**src/axi4_monitor_consts.svh**
```systemverilog
`ifndef AXI4_MONITOR_CONSTS_SVH
`define AXI4_MONITOR_CONSTS_SVH

//--------------------------------------------------------------------------
// aw channel geometry
//--------------------------------------------------------------------------

// byte address width of the aw channel
`define AXI_ADDR_W 32

// data bus width in bytes
`define AXI_DATA_BYTES 8

// largest legal awsize code, log2 of the bus bytes
`define AXI_MAX_SIZE ($clog2(`AXI_DATA_BYTES))

//--------------------------------------------------------------------------
// monitor reporting
//--------------------------------------------------------------------------

// number of distinct error kinds
`define MON_ERR_KINDS 6

// error counter width, saturates at all ones
`define MON_CNT_W 8

`endif

```
**src/axi4_types_pkg.sv**
```systemverilog
`include "axi4_monitor_consts.svh"

package axi4_types_pkg;

  //------------------------------------------------------------------------
  // aw payload fields
  //------------------------------------------------------------------------

  // byte address
  typedef logic [`AXI_ADDR_W-1:0] axi_addr_t;

  // transaction id
  typedef logic [3:0] axi_id_t;

  // beats minus one
  typedef logic [3:0] axi_len_t;

  // log2 of bytes per beat
  typedef logic [2:0] axi_size_t;

  // burst type, encoding as on the bus
  typedef enum logic [1:0] {
    FIXED    = 2'b00,
    INCR     = 2'b01,
    WRAP     = 2'b10,
    RESERVED = 2'b11
  } axi_burst_e;

endpackage

```
**src/monitor_pkg.sv**
```systemverilog
`include "axi4_monitor_consts.svh"

package monitor_pkg;

  //------------------------------------------------------------------------
  // error reporting types
  //------------------------------------------------------------------------

  // error kinds, value doubles as bit index into the flag vector
  // lower value wins when several hit in one cycle
  typedef enum logic [2:0] {
    // stability checker
    ERR_PAYLOAD_CHANGED = 3'd0,
    ERR_VALID_DROPPED   = 3'd1,
    // encoding checker
    ERR_BURST_RESERVED  = 3'd2,
    ERR_SIZE_TOO_BIG    = 3'd3,
    ERR_WRAP_ILLEGAL    = 3'd4,
    ERR_4K_CROSS        = 3'd5
  } mon_err_e;

  // one bit per kind
  typedef logic [`MON_ERR_KINDS-1:0] mon_flags_t;

  // violating cycle count
  typedef logic [`MON_CNT_W-1:0] mon_cnt_t;

endpackage

```
**src/aw_stability_checker.sv**
```systemverilog
`timescale 1ns/1ns

module aw_stability_checker (
  input  logic                       aclk,
  input  logic                       rst_n,
  input  axi4_types_pkg::axi_id_t    awid,
  input  axi4_types_pkg::axi_addr_t  awaddr,
  input  axi4_types_pkg::axi_len_t   awlen,
  input  axi4_types_pkg::axi_size_t  awsize,
  input  axi4_types_pkg::axi_burst_e awburst,
  input  logic                       awvalid,
  input  logic                       awready,
  output logic [1:0]                 stab_err
);
  import axi4_types_pkg::*;

  // copy of the payload seen at the previous edge
  axi_id_t    id_q;
  axi_addr_t  addr_q;
  axi_len_t   len_q;
  axi_size_t  size_q;
  axi_burst_e burst_q;

  // valid without ready at the previous edge
  logic stalled_q;
  // handshake at the previous edge
  logic hs_q;

  logic payload_changed;
  logic valid_dropped;

  //--------------------------------------------------------------------------
  // compare against the stalled copy
  //--------------------------------------------------------------------------

  // any field moved while the master was waiting
  assign payload_changed = stalled_q &&
                           ((awid    != id_q)   ||
                            (awaddr  != addr_q) ||
                            (awlen   != len_q)  ||
                            (awsize  != size_q) ||
                            (awburst != burst_q));

  // master withdrew the request before ready
  assign valid_dropped = stalled_q && !awvalid;

  // payload snapshot every cycle, only read while stalled
  always_ff @(posedge aclk) begin
    id_q    <= awid;
    addr_q  <= awaddr;
    len_q   <= awlen;
    size_q  <= awsize;
    burst_q <= awburst;
  end

  always_ff @(posedge aclk or negedge rst_n) begin
    if (!rst_n) begin
      stalled_q <= 1'b0;
      hs_q      <= 1'b0;
      stab_err  <= 2'b00;
    end else begin
      stalled_q <= awvalid && !awready;
      hs_q      <= awvalid && awready;
      // bit 0 payload changed, bit 1 valid dropped
      stab_err  <= {valid_dropped, payload_changed};
    end
  end

  //--------------------------------------------------------------------------
  // checks
  //--------------------------------------------------------------------------

  // a drop strobe and a completed transfer are exclusive in the same cycle
  a_drop_not_handshake: assert property (
    @(posedge aclk) disable iff (!rst_n)
    stab_err[1] |-> !hs_q
  );

endmodule

```
**src/aw_encoding_checker.sv**
```systemverilog
`timescale 1ns/1ns

`include "axi4_monitor_consts.svh"

module aw_encoding_checker (
  input  logic                       aclk,
  input  logic                       rst_n,
  input  axi4_types_pkg::axi_addr_t  awaddr,
  input  axi4_types_pkg::axi_len_t   awlen,
  input  axi4_types_pkg::axi_size_t  awsize,
  input  axi4_types_pkg::axi_burst_e awburst,
  input  logic                       awvalid,
  input  logic                       awready,
  output logic [3:0]                 enc_err
);
  import axi4_types_pkg::*;

  // size code limit in the field's own width
  localparam axi_size_t MAX_SIZE = axi_size_t'(`AXI_MAX_SIZE);

  logic        handshake;
  logic        burst_reserved;
  logic        size_too_big;
  logic        wrap_len_ok;
  logic        wrap_illegal;
  logic        crosses_4k;
  // low address bits below one beat
  logic [11:0] addr_mask;
  // 16 beats of 128 bytes still fit in 13 bits
  logic [12:0] beat_cnt;
  logic [12:0] byte_len;
  logic [12:0] last_offset;

  assign handshake = awvalid && awready;

  //--------------------------------------------------------------------------
  // burst decode
  //--------------------------------------------------------------------------

  assign burst_reserved = (awburst == RESERVED);

  // beat wider than the data bus
  assign size_too_big = (awsize > MAX_SIZE);

  assign addr_mask = (12'd1 << awsize) - 12'd1;

  // wrap needs 2, 4, 8 or 16 beats
  assign wrap_len_ok = (awlen == 4'd1) || (awlen == 4'd3) ||
                       (awlen == 4'd7) || (awlen == 4'd15);

  // and a start address aligned to the beat size
  assign wrap_illegal = (awburst == WRAP) &&
                        (!wrap_len_ok || ((awaddr[11:0] & addr_mask) != 12'd0));

  // total burst bytes
  assign beat_cnt = {9'd0, awlen} + 13'd1;
  assign byte_len = beat_cnt << awsize;

  // last byte offset inside the 4k page, from the aligned start
  assign last_offset = {1'b0, awaddr[11:0] & ~addr_mask} + byte_len - 13'd1;

  // carry into bit 12 means the burst leaves its page
  assign crosses_4k = (awburst == INCR) && last_offset[12];

  // strobes only on a handshake, several may fire together
  always_ff @(posedge aclk or negedge rst_n) begin
    if (!rst_n) begin
      enc_err <= 4'd0;
    end else if (handshake) begin
      enc_err <= {crosses_4k, wrap_illegal, size_too_big, burst_reserved};
    end else begin
      enc_err <= 4'd0;
    end
  end

  //--------------------------------------------------------------------------
  // checks
  //--------------------------------------------------------------------------

  // no strobe without a handshake one edge earlier
  a_enc_only_after_hs: assert property (
    @(posedge aclk) disable iff (!rst_n)
    !handshake |=> (enc_err == 4'd0)
  );

endmodule

```
**src/aw_error_collector.sv**
```systemverilog
`timescale 1ns/1ns

module aw_error_collector (
  input  logic                    aclk,
  input  logic                    rst_n,
  input  logic [1:0]              stab_err,
  input  logic [3:0]              enc_err,
  output logic                    err_valid,
  output monitor_pkg::mon_err_e   err_code,
  output monitor_pkg::mon_flags_t err_flags,
  output monitor_pkg::mon_cnt_t   err_count
);
  import monitor_pkg::*;

  // saturation point of the counter
  localparam mon_cnt_t CNT_MAX = '1;

  // kind vector, bit index equals the kind code
  mon_flags_t kinds;
  logic       any_err;
  mon_err_e   first_kind;

  //--------------------------------------------------------------------------
  // merge and prioritise
  //--------------------------------------------------------------------------

  // stability kinds 0..1 below encoding kinds 2..5
  assign kinds   = {enc_err, stab_err};
  assign any_err = |kinds;

  // lowest set kind wins, scan downwards so the last hit is kept
  always_comb begin
    first_kind = ERR_PAYLOAD_CHANGED;
    for (int i = $bits(mon_flags_t) - 1; i >= 0; i--) begin
      if (kinds[i]) begin
        first_kind = mon_err_e'(i[2:0]);
      end
    end
  end

  always_ff @(posedge aclk or negedge rst_n) begin
    if (!rst_n) begin
      err_valid <= 1'b0;
      err_flags <= '0;
      err_count <= '0;
    end else begin
      // one pulse per violating cycle
      err_valid <= any_err;
      // sticky until reset
      err_flags <= err_flags | kinds;
      if (any_err && (err_count != CNT_MAX)) begin
        err_count <= err_count + 1'b1;
      end
    end
  end

  // code only meaningful alongside err_valid
  always_ff @(posedge aclk) begin
    if (any_err) begin
      err_code <= first_kind;
    end
  end

  //--------------------------------------------------------------------------
  // checks
  //--------------------------------------------------------------------------

  // count only climbs or holds at the limit
  a_count_monotonic: assert property (
    @(posedge aclk) disable iff (!rst_n)
    err_count >= $past(err_count)
  );

endmodule

```
**src/aw_protocol_monitor.sv**
```systemverilog
`timescale 1ns/1ns

module aw_protocol_monitor (
  input  logic                       aclk,
  input  logic                       rst_n,
  input  axi4_types_pkg::axi_id_t    awid,
  input  axi4_types_pkg::axi_addr_t  awaddr,
  input  axi4_types_pkg::axi_len_t   awlen,
  input  axi4_types_pkg::axi_size_t  awsize,
  input  axi4_types_pkg::axi_burst_e awburst,
  input  logic                       awvalid,
  input  logic                       awready,
  output logic                       err_valid,
  output monitor_pkg::mon_err_e      err_code,
  output monitor_pkg::mon_flags_t    err_flags,
  output monitor_pkg::mon_cnt_t      err_count
);

  // checker strobes, both one register deep
  logic [1:0] stab_err;
  logic [3:0] enc_err;

  //--------------------------------------------------------------------------
  // checkers
  //--------------------------------------------------------------------------

  // stall rules, payload and valid held until ready
  aw_stability_checker u_stab (
    .aclk     (aclk),
    .rst_n    (rst_n),
    .awid     (awid),
    .awaddr   (awaddr),
    .awlen    (awlen),
    .awsize   (awsize),
    .awburst  (awburst),
    .awvalid  (awvalid),
    .awready  (awready),
    .stab_err (stab_err)
  );

  // burst attribute rules at the handshake
  aw_encoding_checker u_enc (
    .aclk    (aclk),
    .rst_n   (rst_n),
    .awaddr  (awaddr),
    .awlen   (awlen),
    .awsize  (awsize),
    .awburst (awburst),
    .awvalid (awvalid),
    .awready (awready),
    .enc_err (enc_err)
  );

  // sticky flags, strobe, code and count
  aw_error_collector u_coll (
    .aclk      (aclk),
    .rst_n     (rst_n),
    .stab_err  (stab_err),
    .enc_err   (enc_err),
    .err_valid (err_valid),
    .err_code  (err_code),
    .err_flags (err_flags),
    .err_count (err_count)
  );

endmodule

```
**config.mk**
```make
export PLATFORM = sky130hd
export DESIGN_NAME = aw_protocol_monitor
export DESIGN_NICKNAME = d
export VERILOG_FILES = /design/src/axi4_types_pkg.sv /design/src/monitor_pkg.sv /design/src/aw_stability_checker.sv /design/src/aw_encoding_checker.sv /design/src/aw_error_collector.sv /design/src/aw_protocol_monitor.sv
export VERILOG_INCLUDE_DIRS = /design/src
export SDC_FILE = /design/constraint.sdc
export NUM_CORES = 1
export LEC_CHECK = 0
export BUFFER_PORTS_ARGS = -buffer_cell sky130_fd_sc_hd__buf_4
export CAP_MARGIN = 20
export CORE_ASPECT_RATIO = 1.4
export CORE_MARGIN = 3
export CORE_UTILIZATION = 45
export CTS_CLUSTER_DIAMETER = 200
export DETAILED_ROUTE_END_ITERATION = 10
export HOLD_SLACK_MARGIN = 0.15
export PLACE_DENSITY = 0.67
export SLEW_MARGIN = 20
export SYNTH_ARGS = -nofsm -noshare
export SYNTH_HDL_FRONTEND = slang
export SYNTH_SLANG_ARGS = --single-unit
```
**constraint.sdc**
```tcl
create_clock -name aclk -period 5 [get_ports aclk]
set_clock_uncertainty 0.15 [all_clocks]
set_input_delay 0.25 -clock aclk [delete_from_list [all_inputs] [get_ports aclk]]
set_output_delay 0.25 -clock aclk [all_outputs]
set_load 0.01 [all_outputs]
```
## After elaboration in Yosys (flattened, before gate mapping)

Index checks and enable logic that the tools add are counted.

- Bits in read-only memories: 0
- Word-level logic and storage cells: 67
- Input bits: 49
- Bits in latches: 0
- Memories: 0
- Flip-flop bits (word level): 70
- Output and inout bits: 18
- Bits in writable memories: 0

- $mul: 0
- Reductions and logical operators: 22
- Order comparisons: 1
- $add $sub $neg: 5
- Mux-type cells: 6
- Eq/ne operators: 13
- Divide/modulo/power cells: 0
- Bitwise operators: 4
- Shift-type cells: 2

Operators with widths:

| cell | number |
|---|---|
| 32-bit != test | 1 |
| 12-bit bitwise AND | 2 |
| 12-bit by 13-bit adder with 13-bit output | 1 |
| 13-bit by 3-bit << shifter with 13-bit output | 1 |
| 13-bit by 1-bit subtractor with 13-bit output (second input constant) | 1 |
| 12-bit NOT | 1 |
| 12-bit nonzero test | 1 |
| 1-bit by 3-bit << shifter with 12-bit output (first input constant) | 1 |
| 12-bit by 1-bit subtractor with 12-bit output (second input constant) | 1 |
| 8-bit by 1-bit adder with 8-bit output (second input constant) | 1 |
| 1-bit logical OR | 8 |
| 4-bit != test | 2 |
| 8-bit != test (second input constant) | 1 |
| 1-bit logical AND | 7 |
| 3-bit two-way mux | 2 |
| 6-bit bitwise OR | 1 |
| 6-bit OR reduction | 1 |
| 4-bit by 1-bit adder with 5-bit output (second input constant) | 1 |
| 2-bit equality test (second input constant) | 2 |
| 4-bit by 1-bit equality test with 1-bit output (second input constant) | 1 |
| 4-bit by 2-bit equality test with 1-bit output (second input constant) | 1 |
| 4-bit by 3-bit equality test with 1-bit output (second input constant) | 1 |
| 4-bit equality test (second input constant) | 1 |
| 2-bit two-way mux | 2 |
| other kinds (9) | 11 |

## Longest topological paths before layout

- Word-level depth: 8
- Mapped depth: 17
- Mapped depth without buffers: 14

## Cells and area by module

A second synthesis with hierarchy kept.

- Cells, all modules: 332
- Area total of the unflattened synthesis: 3,353.2 sq um

By module, submodules not included:

| module | sequential area each (sq um) | cells an instance | times used | area an instance (sq um) |
|---|---|---|---|---|
| aw_stability_checker | 975.9 | 111 | 1 | 1,481.4 |
| aw_encoding_checker | 100.1 | 159 | 1 | 1,099.8 |
| aw_error_collector | 465.4 | 62 | 1 | 772.0 |

## Worst setup path before layout

No wires, ideal clock.

- Kind: input to register
- Start: input awsize[1]
- End: register u_enc.enc_err[3]
- Library setup time: 0.128 ns
- Path buffers: 3
- Required time: 4.722 ns
- Arrival time: 2.946 ns
- Stages: 16
- Path slack: 1.776 ns
- Path through: buf_6 > clkbuf_1 > nor2_1 > nand2_1 > ha_1 > buf_2 > xor2_1 > or2_2 > ha_1 > inv_1 > ha_1 > nand2_1 > o41ai_2 > a21oi_1 > o21ai_1 > mux2_1

- Cells in the longest elaborated chain, start to end: 8
- Elaborated cells between the ends (all ways): 9
- Classes of those cells: add/sub (3); shift (2); mux (1); bitwise (2); reduce/logical (1)

Ends and longest elaborated chain:

| element | line | RTL |
|---|---|---|
| from (decl) | aw_protocol_monitor.sv:9 | `input axi4_types_pkg::axi_size_t awsize,` |
| 1-bit by 3-bit << shifter with 12-bit output | aw_encoding_checker.sv:45 | `assign addr_mask = (12'd1 << awsize) - 12'd1;` |
| 12-bit by 1-bit subtractor with 12-bit output | aw_encoding_checker.sv:45 |  |
| 12-bit NOT | aw_encoding_checker.sv:60 | `assign last_offset = {1'b0, awaddr[11:0] & ~addr_mask} + byte_len - 13'd1;` |
| 12-bit bitwise AND | aw_encoding_checker.sv:60 |  |
| 12-bit by 13-bit adder with 13-bit output (*) | aw_encoding_checker.sv:60 |  |
| 13-bit by 1-bit subtractor with 13-bit output (*) | aw_encoding_checker.sv:60 |  |
| 1-bit logical AND (*) | aw_encoding_checker.sv:63 | `assign crosses_4k = (awburst == INCR) && last_offset[12];` |
| 4-bit two-way mux (*) | aw_encoding_checker.sv:69 | `end else if (handshake) begin` |
| to (signal assigned) | aw_encoding_checker.sv:70 | `enc_err <= {crosses_4k, wrap_illegal, size_too_big, burst_reserved};` |
| to (decl) | aw_encoding_checker.sv:14 | `output logic [3:0] enc_err` |

Every way passes the cells marked *; elsewhere a longest branch is shown, timed or not.
A chain may end at the register's enable or synchronous reset.

## Worst setup path in the final report

- Start: input awsize[2]
- End: register u_enc.enc_err[3]

The elaborated chain is that of the path after synthesis.

==> impl_results.md <==
- Status: finished, final reports clean
- Finish-stage setup viols: 0
- Fmax: 0.269 GHz
- CP arrival: 3780 ps
- Post-synth top area cell: dfxtp_1
- Pwr Total: 1.48 mW
- Worst-Skew Late Latency: 340 ps
- Routed wire per std cell: 13.3 µm
- Top cell type's share of synthesized area: 27.1%
- Final Critical Period: 3710 ps
- Number of I/O port buffers: 66
- Share of layout cells above drive strength 1: 21.6%
- Depth of the CTS H-tree: 3
- Vias in the first global route: 2737
- Most frequent cells after synthesis: 45 x dfxtp_1, 35 x xnor2_1, 30 x inv_1
- Async SR Flop Fraction: 31.4%
- Mean Syn Cell Area: 10.2 µm²
- Synth area leaders: dfxtp_1 27%, dfrtp_1 17%, ha_1 9.4%, xnor2_1 9.2%, xor2_1 5.0%
- P per Cell Area: 323 nW/µm²
- Post-synth cell types: 45
- Min-delay worst type: input pin to async pin
- Die Y: 108 µm
- First-pass GRT wire length: 12.4 mm
- Core area: 7070 µm²
- CTS sink cnt: 70
- Routed Antenna Nets: 0
- Synthesized flop and latch total: 70
- Most common cell in the netlist: dfxtp_1
- Fillers: 561
- Startpoint types: input pin
- Final period utilization: 74.3%
- Synth warn: 0
- Ys flop type: dfxtp_1
- Total negative slack: 0 ps
- CTS resizes: 0
- Final hold slack: 179 ps
- Area growth syn-to-layout: 38.0%
- Core Rows: 36
- Total CTS buffers: 9
- Bufs on Longest Clock Path: 2
- CTS root buffer: clkbuf_8
- Io pins: 67
- Peak supply drop: 242 µV
- CTS clock-pin slew for the worst setup and hold paths: 70 ps
- FF/Latch Area: 1540 µm²
- N_diodes: 0
- Fin. max-slew vios: 0
- Final routed DRC violation total: 0
- Slack of the critical path: 1290 ps
- Vias per cell: 4.89
- Pin count of the biggest net entering global routing: 25
- Fin cells: 540
- RePlAce Congestion: 0.799
- Sequential area share after synthesis: 46.5%
- Synth Cell Area: 3320 µm²
- Syn Inst Count: 324
- EDFF count, synth: 3
- Iter 0 DRT Violations: 87
- Critical path class: input pin to flop
- Initial antenna violation count: 0
- Nature of the critical path endpoint: flop
- CTS tree: done
- Initial Utilization: 46.9%
- Vias: 2643
- Peak fanout along the critical path: 21
- Placed cells: 475
- RSZ-0062 raised after global routing: no
- Max Cap Viol: 0
- Multi-input gate area: 1610 µm²
- P_leak: 2.07 nW
- CP required: 5070 ps
- Die Area: 8450 µm²
- Worst slew margin: 71.1%
- Die width: 78.6 µm
- Final Hold Fails: 0
- Gr ovfl total: 0
- Syn Nets: 398
- Dpl ws: 1510 ps
- DPL Wire Length: 5.24 mm
- WL final: 7.20 mm
- Nets: 514
- Total Routing Usage GR: 18.7%
- Slew @ Worst Pin: 430 ps
- 1st-pass router iterations: 4
-- power breakdown --
group          leakage (nW)  internal (mW)  switching (mW)  total, mW
Clock                 0.106          0.258           0.207      0.465
Combinational          1.29          0.191           0.155      0.346
Sequential            0.672          0.620          0.0497      0.670
-- repair_timing --
action / in CTS / in global routing
hold buffers: 49 / 0
hold endpoints to repair: 73 / 0
setup buffers: 0 / 0
-- registers in the layout (all words and copies together), names as in the netlist --
signal / flops
u_stab.burst_q: 2
u_coll.err_flags: 6
u_coll.err_code: 3
u_coll.err_count: 8
u_stab.id_q: 4
u_coll.err_valid: 1
u_stab.size_q: 3
u_enc.enc_err: 4
u_stab.stab_err: 2
u_stab.stalled_q: 1
u_stab.addr_q: 32
u_stab.len_q: 4
-- critical path, stage by stage --
cell	delay, ps
dlygate4sd3_1	550
buf_4	210
or3_4	420
ha_1	310
xor2_1	200
or2_2	290
ha_1	280
inv_1	50
ha_1	280
nand2_1	60
o41ai_2	290
a21oi_1	110
o21ai_1	170
mux2_1	340
-- final cells by class --
type,count,share of cell area (%)
multi-input combinational,214,35.2
sequential,70,33.7
timing repair buffer,115,21.5
clock buffer,11,3.31
tap,95,2.59
inverter,30,2.46
clock inverter,5,1.23
-- metrics by stage --
stage	utilization (%)	area (µm²)
detailed placement	54.9	3880
global route	64.8	4580
finish	64.8	4580
floorplan	-	3320
global placement	54.9	3880
CTS	64.8	4580
-- per-layer routing --
layer  vias up  GRT usage (%)  part of all wire (%)
li1       1333              -                     -
met1      1215           20.1                    38
met2        80           35.3                    55
met3        15           4.10                   4.6
met4         0           6.75                   1.8
met5         -              0                     0
-- cell usage in the layout, fill, tap and decap left out, types with 4 or more instances in the layout --
master	Yosys	final
xor2_1	19	19
nor4_1	6	6
nor2b_1	6	6
nand3_1	7	7
inv_1	30	30
nor2_1	15	15
buf_4	0	66
dlygate4sd3_1	0	49
xnor2_1	35	35
nand4_1	14	14
and3_1	4	4
ha_1	25	25
nand2_1	20	20
dfxtp_1	45	45
nor3_1	4	4
dfrtp_1	22	22
or2_2	8	8
mux2i_1	5	5
clkbuf_8	0	11
a21oi_1	11	11
-- cell families (layout without fill, tap and decap cells) --
logic type,Yosys count,count (layout),share of synthesized area [%]
adder cells (fa/ha/maj),25,25,9.43
AO/OA/AOI/OAI,36,36,7.77
AND/OR/NAND/NOR,90,90,14.3
multiplexers,9,9,2.87
flip-flops,70,70,46.5
buffers and inverters,40,161,4.90
XOR/XNOR,54,54,14.3
-- worst paths after layout --
kind,depth (start not counted),to,startpoint,slack [ps]
setup / recovery,14,u_enc.enc_err[3]$_DFF_PN0_,awsize[2],1290
min in group aclk,1,u_coll.err_flags[2]$_DFF_PN0_,u_coll.err_flags[2]$_DFF_PN0_,330
max in group asynchronous,2,u_coll.err_count[7]$_DFFE_PN0P_,rst_n,4300
setup reg to reg,5,u_coll.err_count[7]$_DFFE_PN0P_,u_enc.enc_err[1]$_DFF_PN0_,3120
hold / removal,2,u_coll.err_flags[4]$_DFF_PN0_,rst_n,180
hold reg to reg,1,u_coll.err_flags[2]$_DFF_PN0_,u_coll.err_flags[2]$_DFF_PN0_,330
Note: power is estimated with default switching activity, not from simulation.
